**src/include/rom_chk_defs.svh**
```systemverilog
// ROM checker size definitions shared by the package and the RTL
`ifndef ROM_CHK_DEFS_SVH
`define ROM_CHK_DEFS_SVH

// Number of words in the ROM and the width of a word address
`define ROM_DEPTH 64
`define ROM_AW 6

// Expected digest words stored at the top of the ROM and their index width
`define TOP_COUNT 8
`define TOP_AW 3

// Width of one ROM data word
`define WORD_W 32

// Words the hash absorbs before it inserts an idle cycle
`define HASH_BLOCK 4

`endif
```
**src/rom_chk_pkg.sv**
```systemverilog
// ROM checker package with data widths, multi-bit booleans and the FSM encoding
`default_nettype none

`include "rom_chk_defs.svh"

package rom_chk_pkg;

  typedef logic [`ROM_AW-1:0] rom_addr_t;
  typedef logic [`WORD_W-1:0] rom_word_t;
  typedef logic [`TOP_AW-1:0] digest_idx_t;

  // Word 0 of the digest sits in the least significant bits
  typedef logic [`TOP_COUNT*`WORD_W-1:0] digest_t;

  // Multi-bit boolean so that a single flipped bit cannot read as true
  typedef logic [3:0] mubi4_t;
  localparam mubi4_t MUBI4_TRUE  = 4'h6;
  localparam mubi4_t MUBI4_FALSE = 4'h9;

  // Sparse state code, the upper six bits keep the states apart
  // Only Done carries MUBI4_TRUE in its low nibble, every other state carries MUBI4_FALSE
  typedef enum logic [9:0] {
    ReadingLow  = 10'b101100_1001,
    ReadingHigh = 10'b010110_1001,
    RomAhead    = 10'b111010_1001,
    HashAhead   = 10'b001011_1001,
    Checking    = 10'b100111_1001,
    Done        = 10'b011101_0110,
    Invalid     = 10'b110001_1001
  } fsm_state_e;

endpackage

`default_nettype wire

```
**src/rom_chk_top.sv**
```systemverilog
// ROM integrity checker top level joining the ROM, counter, hash, compare, FSM and mux
`timescale 1ns/1ps
`default_nettype none

`include "rom_chk_defs.svh"

module rom_chk_top (
  input  logic                   clk_i,
  input  logic                   rst_ni,
  input  logic                   load_we_i,
  input  rom_chk_pkg::rom_addr_t load_addr_i,
  input  rom_chk_pkg::rom_word_t load_data_i,
  input  logic                   bus_req_i,
  input  rom_chk_pkg::rom_addr_t bus_addr_i,
  output logic                   bus_rvalid_o,
  output logic                   bus_err_o,
  output rom_chk_pkg::rom_word_t bus_rdata_o,
  output rom_chk_pkg::mubi4_t    done_o,
  output rom_chk_pkg::mubi4_t    good_o,
  output logic                   key_valid_o,
  output rom_chk_pkg::digest_t   key_digest_o,
  output logic                   alert_o
);

  localparam rom_chk_pkg::rom_addr_t TOP_START =
    rom_chk_pkg::rom_addr_t'(`ROM_DEPTH - `TOP_COUNT);

  logic                     rom_req;
  rom_chk_pkg::rom_addr_t   rom_addr;
  rom_chk_pkg::rom_word_t   rom_rdata;
  logic                     cnt_req;
  rom_chk_pkg::rom_addr_t   cnt_addr;
  rom_chk_pkg::rom_addr_t   data_addr;
  rom_chk_pkg::rom_addr_t   rel_addr;
  logic                     cnt_lnt;
  logic                     cnt_done;
  logic                     data_rdy;
  logic                     hash_vld;
  logic                     hash_rdy;
  logic                     hash_done;
  rom_chk_pkg::digest_t     digest;
  logic                     exp_vld;
  logic                     cmp_start;
  logic                     cmp_done;
  logic                     cmp_alert;
  rom_chk_pkg::mubi4_t      cmp_good;

  // Position of the current word inside the top region
  assign rel_addr = data_addr - TOP_START;

  rom_chk_rom i_rom (
    .clk_i, .load_we_i, .load_addr_i, .load_data_i,
    .req_i (rom_req), .addr_i (rom_addr), .rdata_o (rom_rdata)
  );

  rom_chk_counter i_counter (
    .clk_i, .rst_ni, .data_rdy_i (data_rdy), .read_req_o (cnt_req),
    .read_addr_o (cnt_addr), .data_addr_o (data_addr),
    .data_last_nontop_o (cnt_lnt), .done_o (cnt_done)
  );

  rom_chk_hash i_hash (
    .clk_i, .rst_ni, .vld_i (hash_vld), .data_i (rom_rdata), .last_i (cnt_lnt),
    .rdy_o (hash_rdy), .done_o (hash_done), .digest_o (digest)
  );

  rom_chk_compare i_compare (
    .clk_i, .rst_ni, .exp_vld_i (exp_vld), .exp_idx_i (rel_addr[`TOP_AW-1:0]),
    .exp_data_i (rom_rdata), .digest_i (digest), .start_i (cmp_start),
    .done_o (cmp_done), .good_o (cmp_good), .alert_o (cmp_alert)
  );

  rom_chk_fsm i_fsm (
    .clk_i, .rst_ni, .counter_done_i (cnt_done), .counter_lnt_i (cnt_lnt),
    .counter_read_req_i (cnt_req), .data_rdy_o (data_rdy), .hash_rdy_i (hash_rdy),
    .hash_done_i (hash_done), .hash_vld_o (hash_vld), .compare_done_i (cmp_done),
    .compare_good_i (cmp_good), .compare_alert_i (cmp_alert),
    .compare_start_o (cmp_start), .exp_vld_o (exp_vld), .done_o, .good_o,
    .key_valid_o, .alert_o
  );

  rom_chk_mux i_mux (
    .clk_i, .rst_ni, .sel_done_i (done_o), .chk_req_i (cnt_req), .chk_addr_i (cnt_addr),
    .bus_req_i, .bus_addr_i, .rom_req_o (rom_req), .rom_addr_o (rom_addr),
    .rom_rdata_i (rom_rdata), .bus_rvalid_o, .bus_err_o, .bus_rdata_o
  );

  // The computed digest goes to the key manager as is
  assign key_digest_o = digest;

endmodule

`default_nettype wire

```
**src/rom_chk_mux.sv**
```systemverilog
// ROM access mux handing the ROM from the checker to the bus once the check is done
`timescale 1ns/1ps
`default_nettype none

module rom_chk_mux (
  input  logic                   clk_i,
  input  logic                   rst_ni,
  input  rom_chk_pkg::mubi4_t    sel_done_i,
  input  logic                   chk_req_i,
  input  rom_chk_pkg::rom_addr_t chk_addr_i,
  input  logic                   bus_req_i,
  input  rom_chk_pkg::rom_addr_t bus_addr_i,
  output logic                   rom_req_o,
  output rom_chk_pkg::rom_addr_t rom_addr_o,
  input  rom_chk_pkg::rom_word_t rom_rdata_i,
  output logic                   bus_rvalid_o,
  output logic                   bus_err_o,
  output rom_chk_pkg::rom_word_t bus_rdata_o
);

  logic sel_bus;
  logic rvalid_q;
  logic err_q;

  // Only an exact true value hands the ROM over
  assign sel_bus    = (sel_done_i == rom_chk_pkg::MUBI4_TRUE);
  assign rom_req_o  = sel_bus ? bus_req_i : chk_req_i;
  assign rom_addr_o = sel_bus ? bus_addr_i : chk_addr_i;

  // Bus requests made before the handover are answered with an error
  always_ff @(posedge clk_i or negedge rst_ni) begin
    if (!rst_ni) begin
      rvalid_q <= 1'b0;
      err_q    <= 1'b0;
    end else begin
      rvalid_q <= bus_req_i;
      err_q    <= bus_req_i & ~sel_bus;
    end
  end

  assign bus_rvalid_o = rvalid_q;
  assign bus_err_o    = err_q;
  // Checker data on the ROM output is never exposed to the bus
  assign bus_rdata_o  = (rvalid_q && !err_q) ? rom_rdata_i : '0;

endmodule

`default_nettype wire

```
**src/rom_chk_fsm.sv**
```systemverilog
// Main checker FSM driving the hash stream, the compare start and the status outputs
`timescale 1ns/1ps
`default_nettype none

module rom_chk_fsm (
  input  logic                clk_i,
  input  logic                rst_ni,
  input  logic                counter_done_i,
  input  logic                counter_lnt_i,
  input  logic                counter_read_req_i,
  output logic                data_rdy_o,
  input  logic                hash_rdy_i,
  input  logic                hash_done_i,
  output logic                hash_vld_o,
  input  logic                compare_done_i,
  input  rom_chk_pkg::mubi4_t compare_good_i,
  input  logic                compare_alert_i,
  output logic                compare_start_o,
  output logic                exp_vld_o,
  output rom_chk_pkg::mubi4_t done_o,
  output rom_chk_pkg::mubi4_t good_o,
  output logic                key_valid_o,
  output logic                alert_o
);

  rom_chk_pkg::fsm_state_e state_d;
  rom_chk_pkg::fsm_state_e state_q;
  rom_chk_pkg::mubi4_t     in_state_done;
  logic                    fsm_alert;
  logic                    hash_vld_d;
  logic                    hash_vld_q;
  logic                    start_q;
  logic                    high_phase;
  logic                    unexpected_counter_change;

  // Linear path with one race branch while the top words are read
  // RomAhead means the reads finished first, HashAhead means the hash did
  always_comb begin
    state_d   = state_q;
    fsm_alert = 1'b0;
    unique case (state_q)
      rom_chk_pkg::ReadingLow: begin
        if (counter_lnt_i && hash_vld_o && hash_rdy_i) begin
          state_d = rom_chk_pkg::ReadingHigh;
        end
      end
      rom_chk_pkg::ReadingHigh: begin
        unique case ({hash_done_i, counter_done_i})
          2'b01:   state_d = rom_chk_pkg::RomAhead;
          2'b10:   state_d = rom_chk_pkg::HashAhead;
          2'b11:   state_d = rom_chk_pkg::Checking;
          default: state_d = rom_chk_pkg::ReadingHigh;
        endcase
      end
      rom_chk_pkg::RomAhead: begin
        if (hash_done_i) begin
          state_d = rom_chk_pkg::Checking;
        end
      end
      rom_chk_pkg::HashAhead: begin
        if (counter_done_i) begin
          state_d = rom_chk_pkg::Checking;
        end
      end
      rom_chk_pkg::Checking: begin
        if (compare_done_i) begin
          state_d = rom_chk_pkg::Done;
        end
      end
      rom_chk_pkg::Done: begin
        state_d = rom_chk_pkg::Done;
      end
      default: begin
        // Invalid and any corrupted code end up here and stay
        fsm_alert = 1'b1;
        state_d   = rom_chk_pkg::Invalid;
      end
    endcase

    // Done strobes that arrive in the wrong phase mean the sequence was broken
    if ((compare_done_i &&
         !(state_q inside {rom_chk_pkg::Checking, rom_chk_pkg::Done})) ||
        (counter_done_i && (state_q == rom_chk_pkg::ReadingLow)) ||
        (hash_done_i &&
         !(state_q inside {rom_chk_pkg::ReadingHigh, rom_chk_pkg::RomAhead}))) begin
      state_d = rom_chk_pkg::Invalid;
    end
    if (alert_o) begin
      state_d = rom_chk_pkg::Invalid;
    end
  end

  always_ff @(posedge clk_i or negedge rst_ni) begin
    if (!rst_ni) begin
      state_q <= rom_chk_pkg::ReadingLow;
    end else begin
      state_q <= state_d;
    end
  end

  // A cast to the 4-bit type keeps the low nibble, which is MUBI4_TRUE only in Done
  assign in_state_done = rom_chk_pkg::mubi4_t'(state_q);

  // Words read in ReadingLow become hash input, except the read that follows the last low word
  always_comb begin
    hash_vld_d = hash_vld_q;
    if (hash_rdy_i) begin
      hash_vld_d = 1'b0;
    end
    if (counter_read_req_i && (state_q == rom_chk_pkg::ReadingLow) && !counter_lnt_i) begin
      hash_vld_d = 1'b1;
    end
  end

  // Start pulse follows the entry into Checking
  always_ff @(posedge clk_i or negedge rst_ni) begin
    if (!rst_ni) begin
      hash_vld_q <= 1'b0;
      start_q    <= 1'b0;
    end else begin
      hash_vld_q <= hash_vld_d;
      start_q    <= (state_q != rom_chk_pkg::Checking) && (state_d == rom_chk_pkg::Checking);
    end
  end

  // During the top reads nobody applies back-pressure, each word is snooped as it passes
  assign high_phase = state_q inside {rom_chk_pkg::ReadingHigh, rom_chk_pkg::HashAhead};
  assign data_rdy_o = hash_rdy_i | high_phase;
  assign exp_vld_o  = high_phase & ~counter_done_i;

  assign hash_vld_o      = hash_vld_q;
  assign compare_start_o = start_q;

  assign done_o      = in_state_done;
  assign key_valid_o = (in_state_done == rom_chk_pkg::MUBI4_TRUE);
  // The verdict only reaches the power manager once the FSM sits in Done
  assign good_o      = key_valid_o ? compare_good_i : rom_chk_pkg::MUBI4_FALSE;

  // The counter done is sticky, so losing it in Done points to a tampered address counter
  assign unexpected_counter_change = key_valid_o & ~counter_done_i;
  assign alert_o = fsm_alert | compare_alert_i | unexpected_counter_change;

endmodule

`default_nettype wire

```
**src/rom_chk_compare.sv**
```systemverilog
// Expected digest store and word-by-word comparison against the computed digest
`timescale 1ns/1ps
`default_nettype none

`include "rom_chk_defs.svh"

module rom_chk_compare (
  input  logic                     clk_i,
  input  logic                     rst_ni,
  input  logic                     exp_vld_i,
  input  rom_chk_pkg::digest_idx_t exp_idx_i,
  input  rom_chk_pkg::rom_word_t   exp_data_i,
  input  rom_chk_pkg::digest_t     digest_i,
  input  logic                     start_i,
  output logic                     done_o,
  output rom_chk_pkg::mubi4_t      good_o,
  output logic                     alert_o
);

  rom_chk_pkg::rom_word_t   exp_q [`TOP_COUNT];
  rom_chk_pkg::digest_idx_t idx_q;
  logic                     busy_q;
  logic                     mismatch_q;
  logic                     done_q;
  logic                     alert_q;
  rom_chk_pkg::mubi4_t      good_q;
  logic                     word_bad;
  logic                     last_idx;

  // Top ROM words are snooped into the bank as the counter passes them
  always_ff @(posedge clk_i) begin
    if (exp_vld_i) begin
      exp_q[exp_idx_i] <= exp_data_i;
    end
  end

  assign word_bad = digest_i[idx_q*`WORD_W +: `WORD_W] != exp_q[idx_q];
  assign last_idx = (idx_q == rom_chk_pkg::digest_idx_t'(`TOP_COUNT - 1));

  always_ff @(posedge clk_i or negedge rst_ni) begin
    if (!rst_ni) begin
      idx_q      <= '0;
      busy_q     <= 1'b0;
      mismatch_q <= 1'b0;
      done_q     <= 1'b0;
      alert_q    <= 1'b0;
      good_q     <= rom_chk_pkg::MUBI4_FALSE;
    end else begin
      done_q <= 1'b0;
      if (busy_q) begin
        idx_q      <= idx_q + 1'b1;
        mismatch_q <= mismatch_q | word_bad;
        // The final word decides the verdict, which then stays latched
        if (last_idx) begin
          busy_q <= 1'b0;
          done_q <= 1'b1;
          good_q <= (mismatch_q | word_bad) ? rom_chk_pkg::MUBI4_FALSE
                                            : rom_chk_pkg::MUBI4_TRUE;
        end
      end else if (start_i) begin
        busy_q     <= 1'b1;
        idx_q      <= '0;
        mismatch_q <= 1'b0;
      end
      // Restarting mid-walk means the control flow was disturbed
      if (start_i && busy_q) begin
        alert_q <= 1'b1;
      end
    end
  end

  assign done_o  = done_q;
  assign good_o  = good_q;
  assign alert_o = alert_q;

endmodule

`default_nettype wire

```
**src/rom_chk_hash.sv**
```systemverilog
// Rotate-xor block hash standing in for KMAC, with valid/ready input and a done pulse
`timescale 1ns/1ps
`default_nettype none

`include "rom_chk_defs.svh"

module rom_chk_hash (
  input  logic                   clk_i,
  input  logic                   rst_ni,
  input  logic                   vld_i,
  input  rom_chk_pkg::rom_word_t data_i,
  input  logic                   last_i,
  output logic                   rdy_o,
  output logic                   done_o,
  output rom_chk_pkg::digest_t   digest_o
);

  rom_chk_pkg::digest_t    digest_q;
  rom_chk_pkg::rom_addr_t  cnt_q;
  logic                    gap_q;
  logic                    sealed_q;
  logic [1:0]              fin_q;
  logic                    accept;
  logic                    blk_end;
  rom_chk_pkg::digest_idx_t idx;
  rom_chk_pkg::rom_word_t  cur_word;
  rom_chk_pkg::rom_word_t  new_word;

  // One idle cycle after each full block, and no more input once the last word is in
  assign rdy_o  = ~gap_q & ~sealed_q;
  assign accept = vld_i & rdy_o;

  // Word n lands in digest slot n mod TOP_COUNT
  assign idx      = cnt_q[`TOP_AW-1:0];
  assign cur_word = digest_q[idx*`WORD_W +: `WORD_W];
  assign new_word = {cur_word[`WORD_W-2:0], cur_word[`WORD_W-1]} ^ data_i;
  assign blk_end  = (cnt_q % `HASH_BLOCK) == (`HASH_BLOCK - 1);

  always_ff @(posedge clk_i or negedge rst_ni) begin
    if (!rst_ni) begin
      digest_q <= '0;
      cnt_q    <= '0;
      gap_q    <= 1'b0;
      sealed_q <= 1'b0;
      fin_q    <= 2'd0;
    end else begin
      gap_q <= accept & blk_end;
      if (accept) begin
        cnt_q                             <= cnt_q + 1'b1;
        digest_q[idx*`WORD_W +: `WORD_W] <= new_word;
      end
      // Finalize countdown runs 3, 2, 1 and done fires on the last step
      if (accept && last_i) begin
        sealed_q <= 1'b1;
        fin_q    <= 2'd3;
      end else if (fin_q != 2'd0) begin
        fin_q <= fin_q - 2'd1;
      end
    end
  end

  assign done_o   = (fin_q == 2'd1);
  assign digest_o = digest_q;

endmodule

`default_nettype wire

```
**src/rom_chk_counter.sv**
```systemverilog
// Address generator that walks the ROM from zero to the top, one pending word at a time
`timescale 1ns/1ps
`default_nettype none

`include "rom_chk_defs.svh"

module rom_chk_counter (
  input  logic                   clk_i,
  input  logic                   rst_ni,
  input  logic                   data_rdy_i,
  output logic                   read_req_o,
  output rom_chk_pkg::rom_addr_t read_addr_o,
  output rom_chk_pkg::rom_addr_t data_addr_o,
  output logic                   data_last_nontop_o,
  output logic                   done_o
);

  localparam rom_chk_pkg::rom_addr_t LAST_ADDR =
    rom_chk_pkg::rom_addr_t'(`ROM_DEPTH - 1);
  localparam rom_chk_pkg::rom_addr_t LAST_LOW_ADDR =
    rom_chk_pkg::rom_addr_t'(`ROM_DEPTH - `TOP_COUNT - 1);

  rom_chk_pkg::rom_addr_t addr_q;
  rom_chk_pkg::rom_addr_t data_addr_q;
  logic                   vld_q;
  logic                   reads_done_q;
  logic                   done_q;

  // A new read goes out when nothing is pending or the pending word is being consumed
  assign read_req_o = ~reads_done_q & (~vld_q | data_rdy_i);

  always_ff @(posedge clk_i or negedge rst_ni) begin
    if (!rst_ni) begin
      addr_q       <= '0;
      data_addr_q  <= '0;
      vld_q        <= 1'b0;
      reads_done_q <= 1'b0;
      done_q       <= 1'b0;
    end else begin
      if (read_req_o) begin
        addr_q       <= addr_q + 1'b1;
        data_addr_q  <= addr_q;
        reads_done_q <= (addr_q == LAST_ADDR);
      end
      // The word on the ROM output stays pending until it is consumed
      if (read_req_o) begin
        vld_q <= 1'b1;
      end else if (data_rdy_i) begin
        vld_q <= 1'b0;
      end
      // Sticky once the top word has been consumed
      if (vld_q && data_rdy_i && (data_addr_q == LAST_ADDR)) begin
        done_q <= 1'b1;
      end
    end
  end

  assign read_addr_o        = addr_q;
  assign data_addr_o        = data_addr_q;
  assign data_last_nontop_o = vld_q & (data_addr_q == LAST_LOW_ADDR);
  assign done_o             = done_q;

endmodule

`default_nettype wire

```
**src/rom_chk_rom.sv**
```systemverilog
// ROM array with a one-cycle registered read and a load port for use under reset
`timescale 1ns/1ps
`default_nettype none

`include "rom_chk_defs.svh"

module rom_chk_rom (
  input  logic                  clk_i,
  input  logic                  load_we_i,
  input  rom_chk_pkg::rom_addr_t load_addr_i,
  input  rom_chk_pkg::rom_word_t load_data_i,
  input  logic                  req_i,
  input  rom_chk_pkg::rom_addr_t addr_i,
  output rom_chk_pkg::rom_word_t rdata_o
);

  rom_chk_pkg::rom_word_t mem_q [`ROM_DEPTH];
  rom_chk_pkg::rom_word_t rdata_q;

  // The image is written while the rest of the system sits in reset
  // Read data stays put until the next request, so a pending word is stable
  always_ff @(posedge clk_i) begin
    if (load_we_i) begin
      mem_q[load_addr_i] <= load_data_i;
    end
    if (req_i) begin
      rdata_q <= mem_q[addr_i];
    end
  end

  assign rdata_o = rdata_q;

endmodule

`default_nettype wire

```
**config.mk**
```make
export PLATFORM = sky130hd
export DESIGN_NAME = rom_chk_top
export DESIGN_NICKNAME = d
export VERILOG_FILES = /design/src/rom_chk_pkg.sv /design/src/rom_chk_top.sv /design/src/rom_chk_mux.sv /design/src/rom_chk_fsm.sv /design/src/rom_chk_compare.sv /design/src/rom_chk_hash.sv /design/src/rom_chk_counter.sv /design/src/rom_chk_rom.sv
export VERILOG_INCLUDE_DIRS = /design/src /design/src/include
export SDC_FILE = /design/constraint.sdc
export NUM_CORES = 2
export LEC_CHECK = 0
export ABC_AREA = 1
export BUFFER_PORTS_ARGS = -buffer_cell sky130_fd_sc_hd__clkbuf_2
export CORE_MARGIN = 8
export CORE_UTILIZATION = 30
export CTS_CLUSTER_SIZE = 28
export DETAILED_ROUTE_END_ITERATION = 12
export PLACE_DENSITY_LB_ADDON = 0.25
export REMOVE_ABC_BUFFERS = 1
export SLEW_MARGIN = 25
export SYNTH_ARGS = -nofsm -noshare
export SYNTH_HDL_FRONTEND = slang
export SYNTH_SLANG_ARGS = --single-unit
```
**constraint.sdc**
```tcl
create_clock -name clk_i -period 5.15 [get_ports clk_i]
set_input_delay 0.515 -clock clk_i [delete_from_list [all_inputs] [get_ports clk_i]]
set_output_delay 0.515 -clock clk_i [all_outputs]
set_load 0.01 [all_outputs]
```
Word-level counts from Yosys, hierarchy flattened. Memories as Yosys holds them, arrays and structs flattened. A register that Yosys moved wholly into a read port is not among the register bits. Index checks and enable logic that the tools add are counted.

Register bits: 306. Output and inout bits: 300. Memory bits (writable): 2304. ROM bits: 0. Memories kept: 2. Bits of input ports: 48. Bits in latches: 0. Logic and storage cells: 135.

Memory list: i_rom.mem_q (depth 64, width 32, read ports 1, clocked after memory_dff 1, write ports 1, line rom_chk_rom.sv:17) `` rom_chk_pkg::rom_word_t mem_q [`ROM_DEPTH]; ``; i_compare.exp_q (depth 8, width 32, read ports 1, clocked after memory_dff 0, write ports 1, line rom_chk_compare.sv:20) `` rom_chk_pkg::rom_word_t exp_q [`TOP_COUNT]; ``.

Reductions and logical operators: 29. Bitwise operators: 20. $add $sub $neg: 6. Shift-type cells: 4. Equality and inequality tests: 19. Div/mod/pow operators: 0. Multiply operators: 0. Mux-type cells: 34. Magnitude comparators: 0.

Operator list (number): $shiftx 256x9->32 (2); $bwmux 256 (1); $shift 32x34->256 const A (1); $shiftx 32x34->256 (1); $mux 10 (6); $pmux 10 s6 (1); $eq 10x10->1 const B (4); $neg 8->34 (1); $mux 32 (1); $ne 32x32->1 (1); $xor 32x32->32 (1); $pmux 10 s3 (1); $eq 10x9->1 const B (2); $eq 6x6->1 const B (3); $mux 1 (17); $reduce_bool 2->1 (8); $logic_and 1x1->1 (13); $add 6x1->6 const B (2); $eq 10x8->1 const B (1); $ne 10x10->1 const B (1); $and 1x1->1 (8); $mux 4 (2); $eq 2x2->1 const B (3); $mux 3 (2); 14 further kinds (29).

Longest topological paths before layout.
Depth after elaboration: 10. Mapped depth: 18. Depth with buffers taken out: 17.

Cells and area by module. A second synthesis with hierarchy kept.

Cell total of the unflattened synthesis: 10854. Area total of the unflattened synthesis: 113407.5 µm².

Modules (own cells, without submodules): rom_chk_rom (cells an instance 6769, seq. area each 62459.9 µm², times used 1, area an instance 83058.4 µm²); rom_chk_compare (cells an instance 2025, seq. area each 7913.8 µm², times used 1, area an instance 15092.0 µm²); rom_chk_hash (cells an instance 1719, seq. area each 6581.3 µm², times used 1, area an instance 13007.5 µm²); rom_chk_fsm (cells an instance 174, seq. area each 306.5 µm², times used 1, area an instance 1132.3 µm²); rom_chk_counter (cells an instance 70, seq. area each 375.4 µm², times used 1, area an instance 665.6 µm²); rom_chk_mux (cells an instance 97, seq. area each 50.0 µm², times used 1, area an instance 451.7 µm²).

Least setup slack after synthesis. No wires, ideal clock.

Kind: reg-to-reg. From: reg i_fsm.state_q[3]. To: reg i_rom.rdata_q[0], in the netlist i_rom.rdata_o[0], read port of i_rom.mem_q (enable). Arrival: 3.866 ns. Clock period less this slack: 4.332 ns. Stages on the path, launching flop included: 10. Buffers on the path: 1. Setup time: 0.466 ns. Slack: 0.818 ns. Data required time: 4.684 ns. Path through: dfstp_2 nand3_1 inv_2 nand3_1 nand2_1 nor2_1 nand2_1 nand2_1 clkbuf_1 o21ai_0.

Cells in the longest elaborated chain, start to end: 6. Elaborated cells between the ends (all ways): 9. Classes of those cells: 3 x eq/ne; 2 x mux; 3 x bitwise; 1 x reduce/logical.

RTL lines: start, declared (line rom_chk_fsm.sv:27) `rom_chk_pkg::fsm_state_e state_q;`; start signal, assigned (line rom_chk_fsm.sv:95) `state_q <= rom_chk_pkg::ReadingLow;`; start signal, assigned (line rom_chk_fsm.sv:97) `state_q <= state_d;`; $eq 10x9->1 / $eq 10x8->1 (equally long branches) (line rom_chk_fsm.sv:127) `assign high_phase = state_q inside {rom_chk_pkg::ReadingHigh, rom_chk_pkg::HashAhead};`; $reduce_bool 2->1 (line rom_chk_fsm.sv:127); $or 1x1->1 (line rom_chk_fsm.sv:128) `assign data_rdy_o = hash_rdy_i | high_phase;`; $or 1x1->1 (line rom_chk_counter.sv:30) `assign read_req_o = ~reads_done_q & (~vld_q | data_rdy_i);`; $and 1x1->1 (line rom_chk_counter.sv:30); $mux 1 (*) (line rom_chk_mux.sv:27) `assign rom_req_o = sel_bus ? bus_req_i : chk_req_i;`; named net i_mux.rom_req_o (line rom_chk_mux.sv:13) `output logic rom_req_o,`; end, declared (line rom_chk_rom.sv:18) `rom_chk_pkg::rom_word_t rdata_q;`.

The timed path passes the listed nets; every way through them passes the cells marked *. A chain may end at the register's enable or synchronous reset.

Final worst setup path.
From: reg i_fsm.state_q[0]. To: reg i_rom.rdata_q[13], in the netlist i_rom.rdata_o[13], read port of i_rom.mem_q, data pin.

Cells in the longest elaborated chain, start to end: 6. Elaborated cells between the ends (all ways): 9. Classes of those cells: 3 x eq/ne; 2 x mux; 3 x bitwise; 1 x reduce/logical.

RTL lines (line): $eq 10x9->1 / $eq 10x8->1 (equally long branches) (rom_chk_fsm.sv:127); $reduce_bool 2->1 (rom_chk_fsm.sv:127); $or 1x1->1 (rom_chk_fsm.sv:128); $or 1x1->1 (rom_chk_counter.sv:30); $and 1x1->1 (rom_chk_counter.sv:30); $mux 1 (rom_chk_mux.sv:27).

Several ways; a longest one is shown, not always the timed one.

==> reports/metrics.csv <==
metric;value;unit
dp_worst_setup_slack;1.04;ns
relSlewSlack;28.1;%
min_period;4.22;ns
top_level_ports;348;
yosys_register_bits;2637;
cts_max_path_buffers;4;
cts-hold-fix-buffers;4;
rsz0062_at_grt;false;
synth_top_area_share;61.4;%
crit_required;5.75;ns
track_usage;18.8;%
drive_gt1_share;10.2;%
status;finished clean;
cts_tree;done;
htree_levels;5;
postRouteAntennaNets;0;
routed_via_density;4.94;
cts_buffers;292;
worstMarginPinSlew;1.08;ns
synth.avg_cell_area;10.3;um2
fmax;237;MHz
max_cap_violations;0;
endpoint_kind;register;
dp.cells;16100;
critical_path_class;register to register;
min_period_over_period;81.9;%
core_area;0.379;mm2
dieArea;0.401;mm2
setup_ws;0.932;ns
synth_largest_area_cell;edfxtp_1;
die_x;633;um
finalSetupViolCount;0;
wire_per_inst;23.6;um
finalWirelength;391000;um
drv_slew;0;
synthFlopType;edfxtp_1;
grt_pass1_wl;558000;um
worst-path-max-fanout;88;
p_leak;50.8;nW
clk_latency;0.87;ns
cellPowerDensity;334;mW/mm2
grt_overflow_total;0;
synth_common_cells;nand2_1, edfxtp_1, nand3_1;
gp_congestion;0.858;
r2r_setup_slack;0.93;ns
synth_area_leaders;edfxtp_1, nand2_1, dfrtp_1, nand3_1, o21ai_0;
start_util;30.1;%
finalNetCount;11400;
fp-row-count;226;
whs;0.0504;ns
synth.most_common_cell;nand2_1;
ys_warn_count;0;
setup.worst_path.start_class;register;
dpl.hpwl;233000;um
clkTransAtPathRegs;0.06;ns
skew;0.0663;ns
post_cts_resized;0;
antenna_found_initial;24;
root_buffer;clkbuf_16;
synth_seq_area_share;68.0;%
power;44.1;mW
clock_sinks;2637;
hold_viol;0;
die_h;633;um
route.vias.total;82000;
grt_pass1_vias;75600;
grt_max_degree;144;
drc_errors;0;
ys_types;39;
drt_first_pass_iters;6;
post_layout_nonfiller_instances;16600;
synth_edf_count;2336;
io_buffers;347;
syn_inst;11100;
ir_worst_vdd;0.237;mV
critPathArrivalTime;4.82;ns
hold_path_class;primary input to register;
area_growth;15.5;%
postSynth.asyncResetShare;11.4;%
post-cts-setup-buffers;0;
first_iter_violations;8266;
netlist_area;0.114;mm2
-- metal layers --
metal / part of all wire, % / global-route usage (%) / vias to the layer above
met2: 45 / 29.5 / 3094
li1: - / - / 38100
met3: 7.2 / 2.79 / 615
met5: 0.018 / 0 / -
met4: 3.2 / 5.57 / 10
met1: 45 / 26.8 / 40200
-- layout by cell type, fill, tap and decap left out, types with 3 or more instances in the layout --
master         count
dlygate4sd3_1      4
dfstp_2            6
nor2_1           395
clkbuf_1          62
inv_1            664
nor2_4            66
xor2_1            37
clkbuf_16        300
inv_6             10
clkinvlp_4         6
dfrtp_4            4
mux2_2             8
nand2_1         4089
clkinv_1          65
o21ai_0          671
clkbuf_2         346
diode_2            9
buf_16             5
clkinv_2          35
bufinv_16         17
nor2_2             4
o211ai_1         280
ha_1              16
nor3_2            12
or2_2              4
nand3_1         1167
o21ai_1           87
inv_8              3
buf_12            50
dfrtp_1          290
nor3_1            12
o21ai_4            6
nand3b_1           4
a21oi_1          138
nand4_1           52
edfxtp_1        2336
clkbuf_8           7
buf_4            277
inv_2              7
-- cell families after synthesis --
group | share of synthesized area [%]
multiplexers | 0.0789
adder cells (fa/ha/maj) | 0.175
AND/OR/NAND/NOR | 20.6
AO/OA/AOI/OAI | 5.85
flip-flops | 68.0
XOR/XNOR | 0.291
buffers and inverters | 5.01
-- through the flow --
stage	cell area, um2	utilization (%)	TNS [ns]
6_report	132000	34.8	0
4_1_cts	132000	34.8	0
2_1_floorplan	111000	-	-1251.29
3_5_place_dp	123000	32.4	0
5_1_grt	132000	34.8	0
3_3_place_gp	123000	32.4	0
-- area by class of cell --
type,count,area (um2)
clock buffers,369,7840
diodes,9,22.5
fillers,38000,247000
well taps,5016,6280
flip-flops and latches,2637,77700
inverters,683,2590
clock inverters,128,1060
multi-input cells,7063,31400
repair buffers,683,5000
-- worst max-delay path, cell delays in order, from the launching register on --
cell and delay, ns:
dfstp_2 0.39, nor2_1 0.13, nand3_2 0.41, o21ai_4 0.74, inv_8 0.33, buf_12 0.43, buf_4 0.22, o211ai_1 0.08
nand3_1 0.09, nand3_1 0.09, nand3_1 0.21, nand3_1 0.38, nand2_1 0.10
-- report_power, final --
group	switching [mW]	total, mW	leakage (nW)	internal, mW
Combinational	0.528	0.612	21.3	0.0842
Clock	8.50	20.1	4.34	11.6
Sequential	0.0315	23.4	25.2	23.4
-- state kept, by name, indices dropped and copies added (netlist names), 2 cells and up --
signal,cells
i_rom.mem_q,2048
i_fsm.state_q,10
i_counter.read_addr_o,6
i_rom.rdata_o,32
i_compare.exp_q,256
i_hash.digest_o,256
i_compare.idx_q,3
i_compare.good_o,2
i_counter.data_addr_o,6
i_hash.cnt_q,3
i_hash.fin_q,2
-- worst paths after layout --
check                                                   start                          endpoint  cells after the start
max reg2reg                        i_fsm.state_q[0]$_DFF_PN1_       i_rom.rdata_o[13]$_DFFE_PP_                     12
min in group asynchronous                              rst_ni  i_hash.digest_o[219]$_DFFE_PN0P_                      2
min                                           load_data_i[20]      i_rom.mem_q[5][20]$_DFFE_PP_                      1
max                                i_fsm.state_q[0]$_DFF_PN1_       i_rom.rdata_o[13]$_DFFE_PP_                     12
min reg2reg                i_counter.reads_done_q$_DFFE_PN0P_       i_counter.vld_q$_DFFE_PN0P_                      1
max in group asynchronous                              rst_ni  i_hash.digest_o[106]$_DFFE_PN0P_                      3
Note: power is estimated with default switching activity, not from simulation.
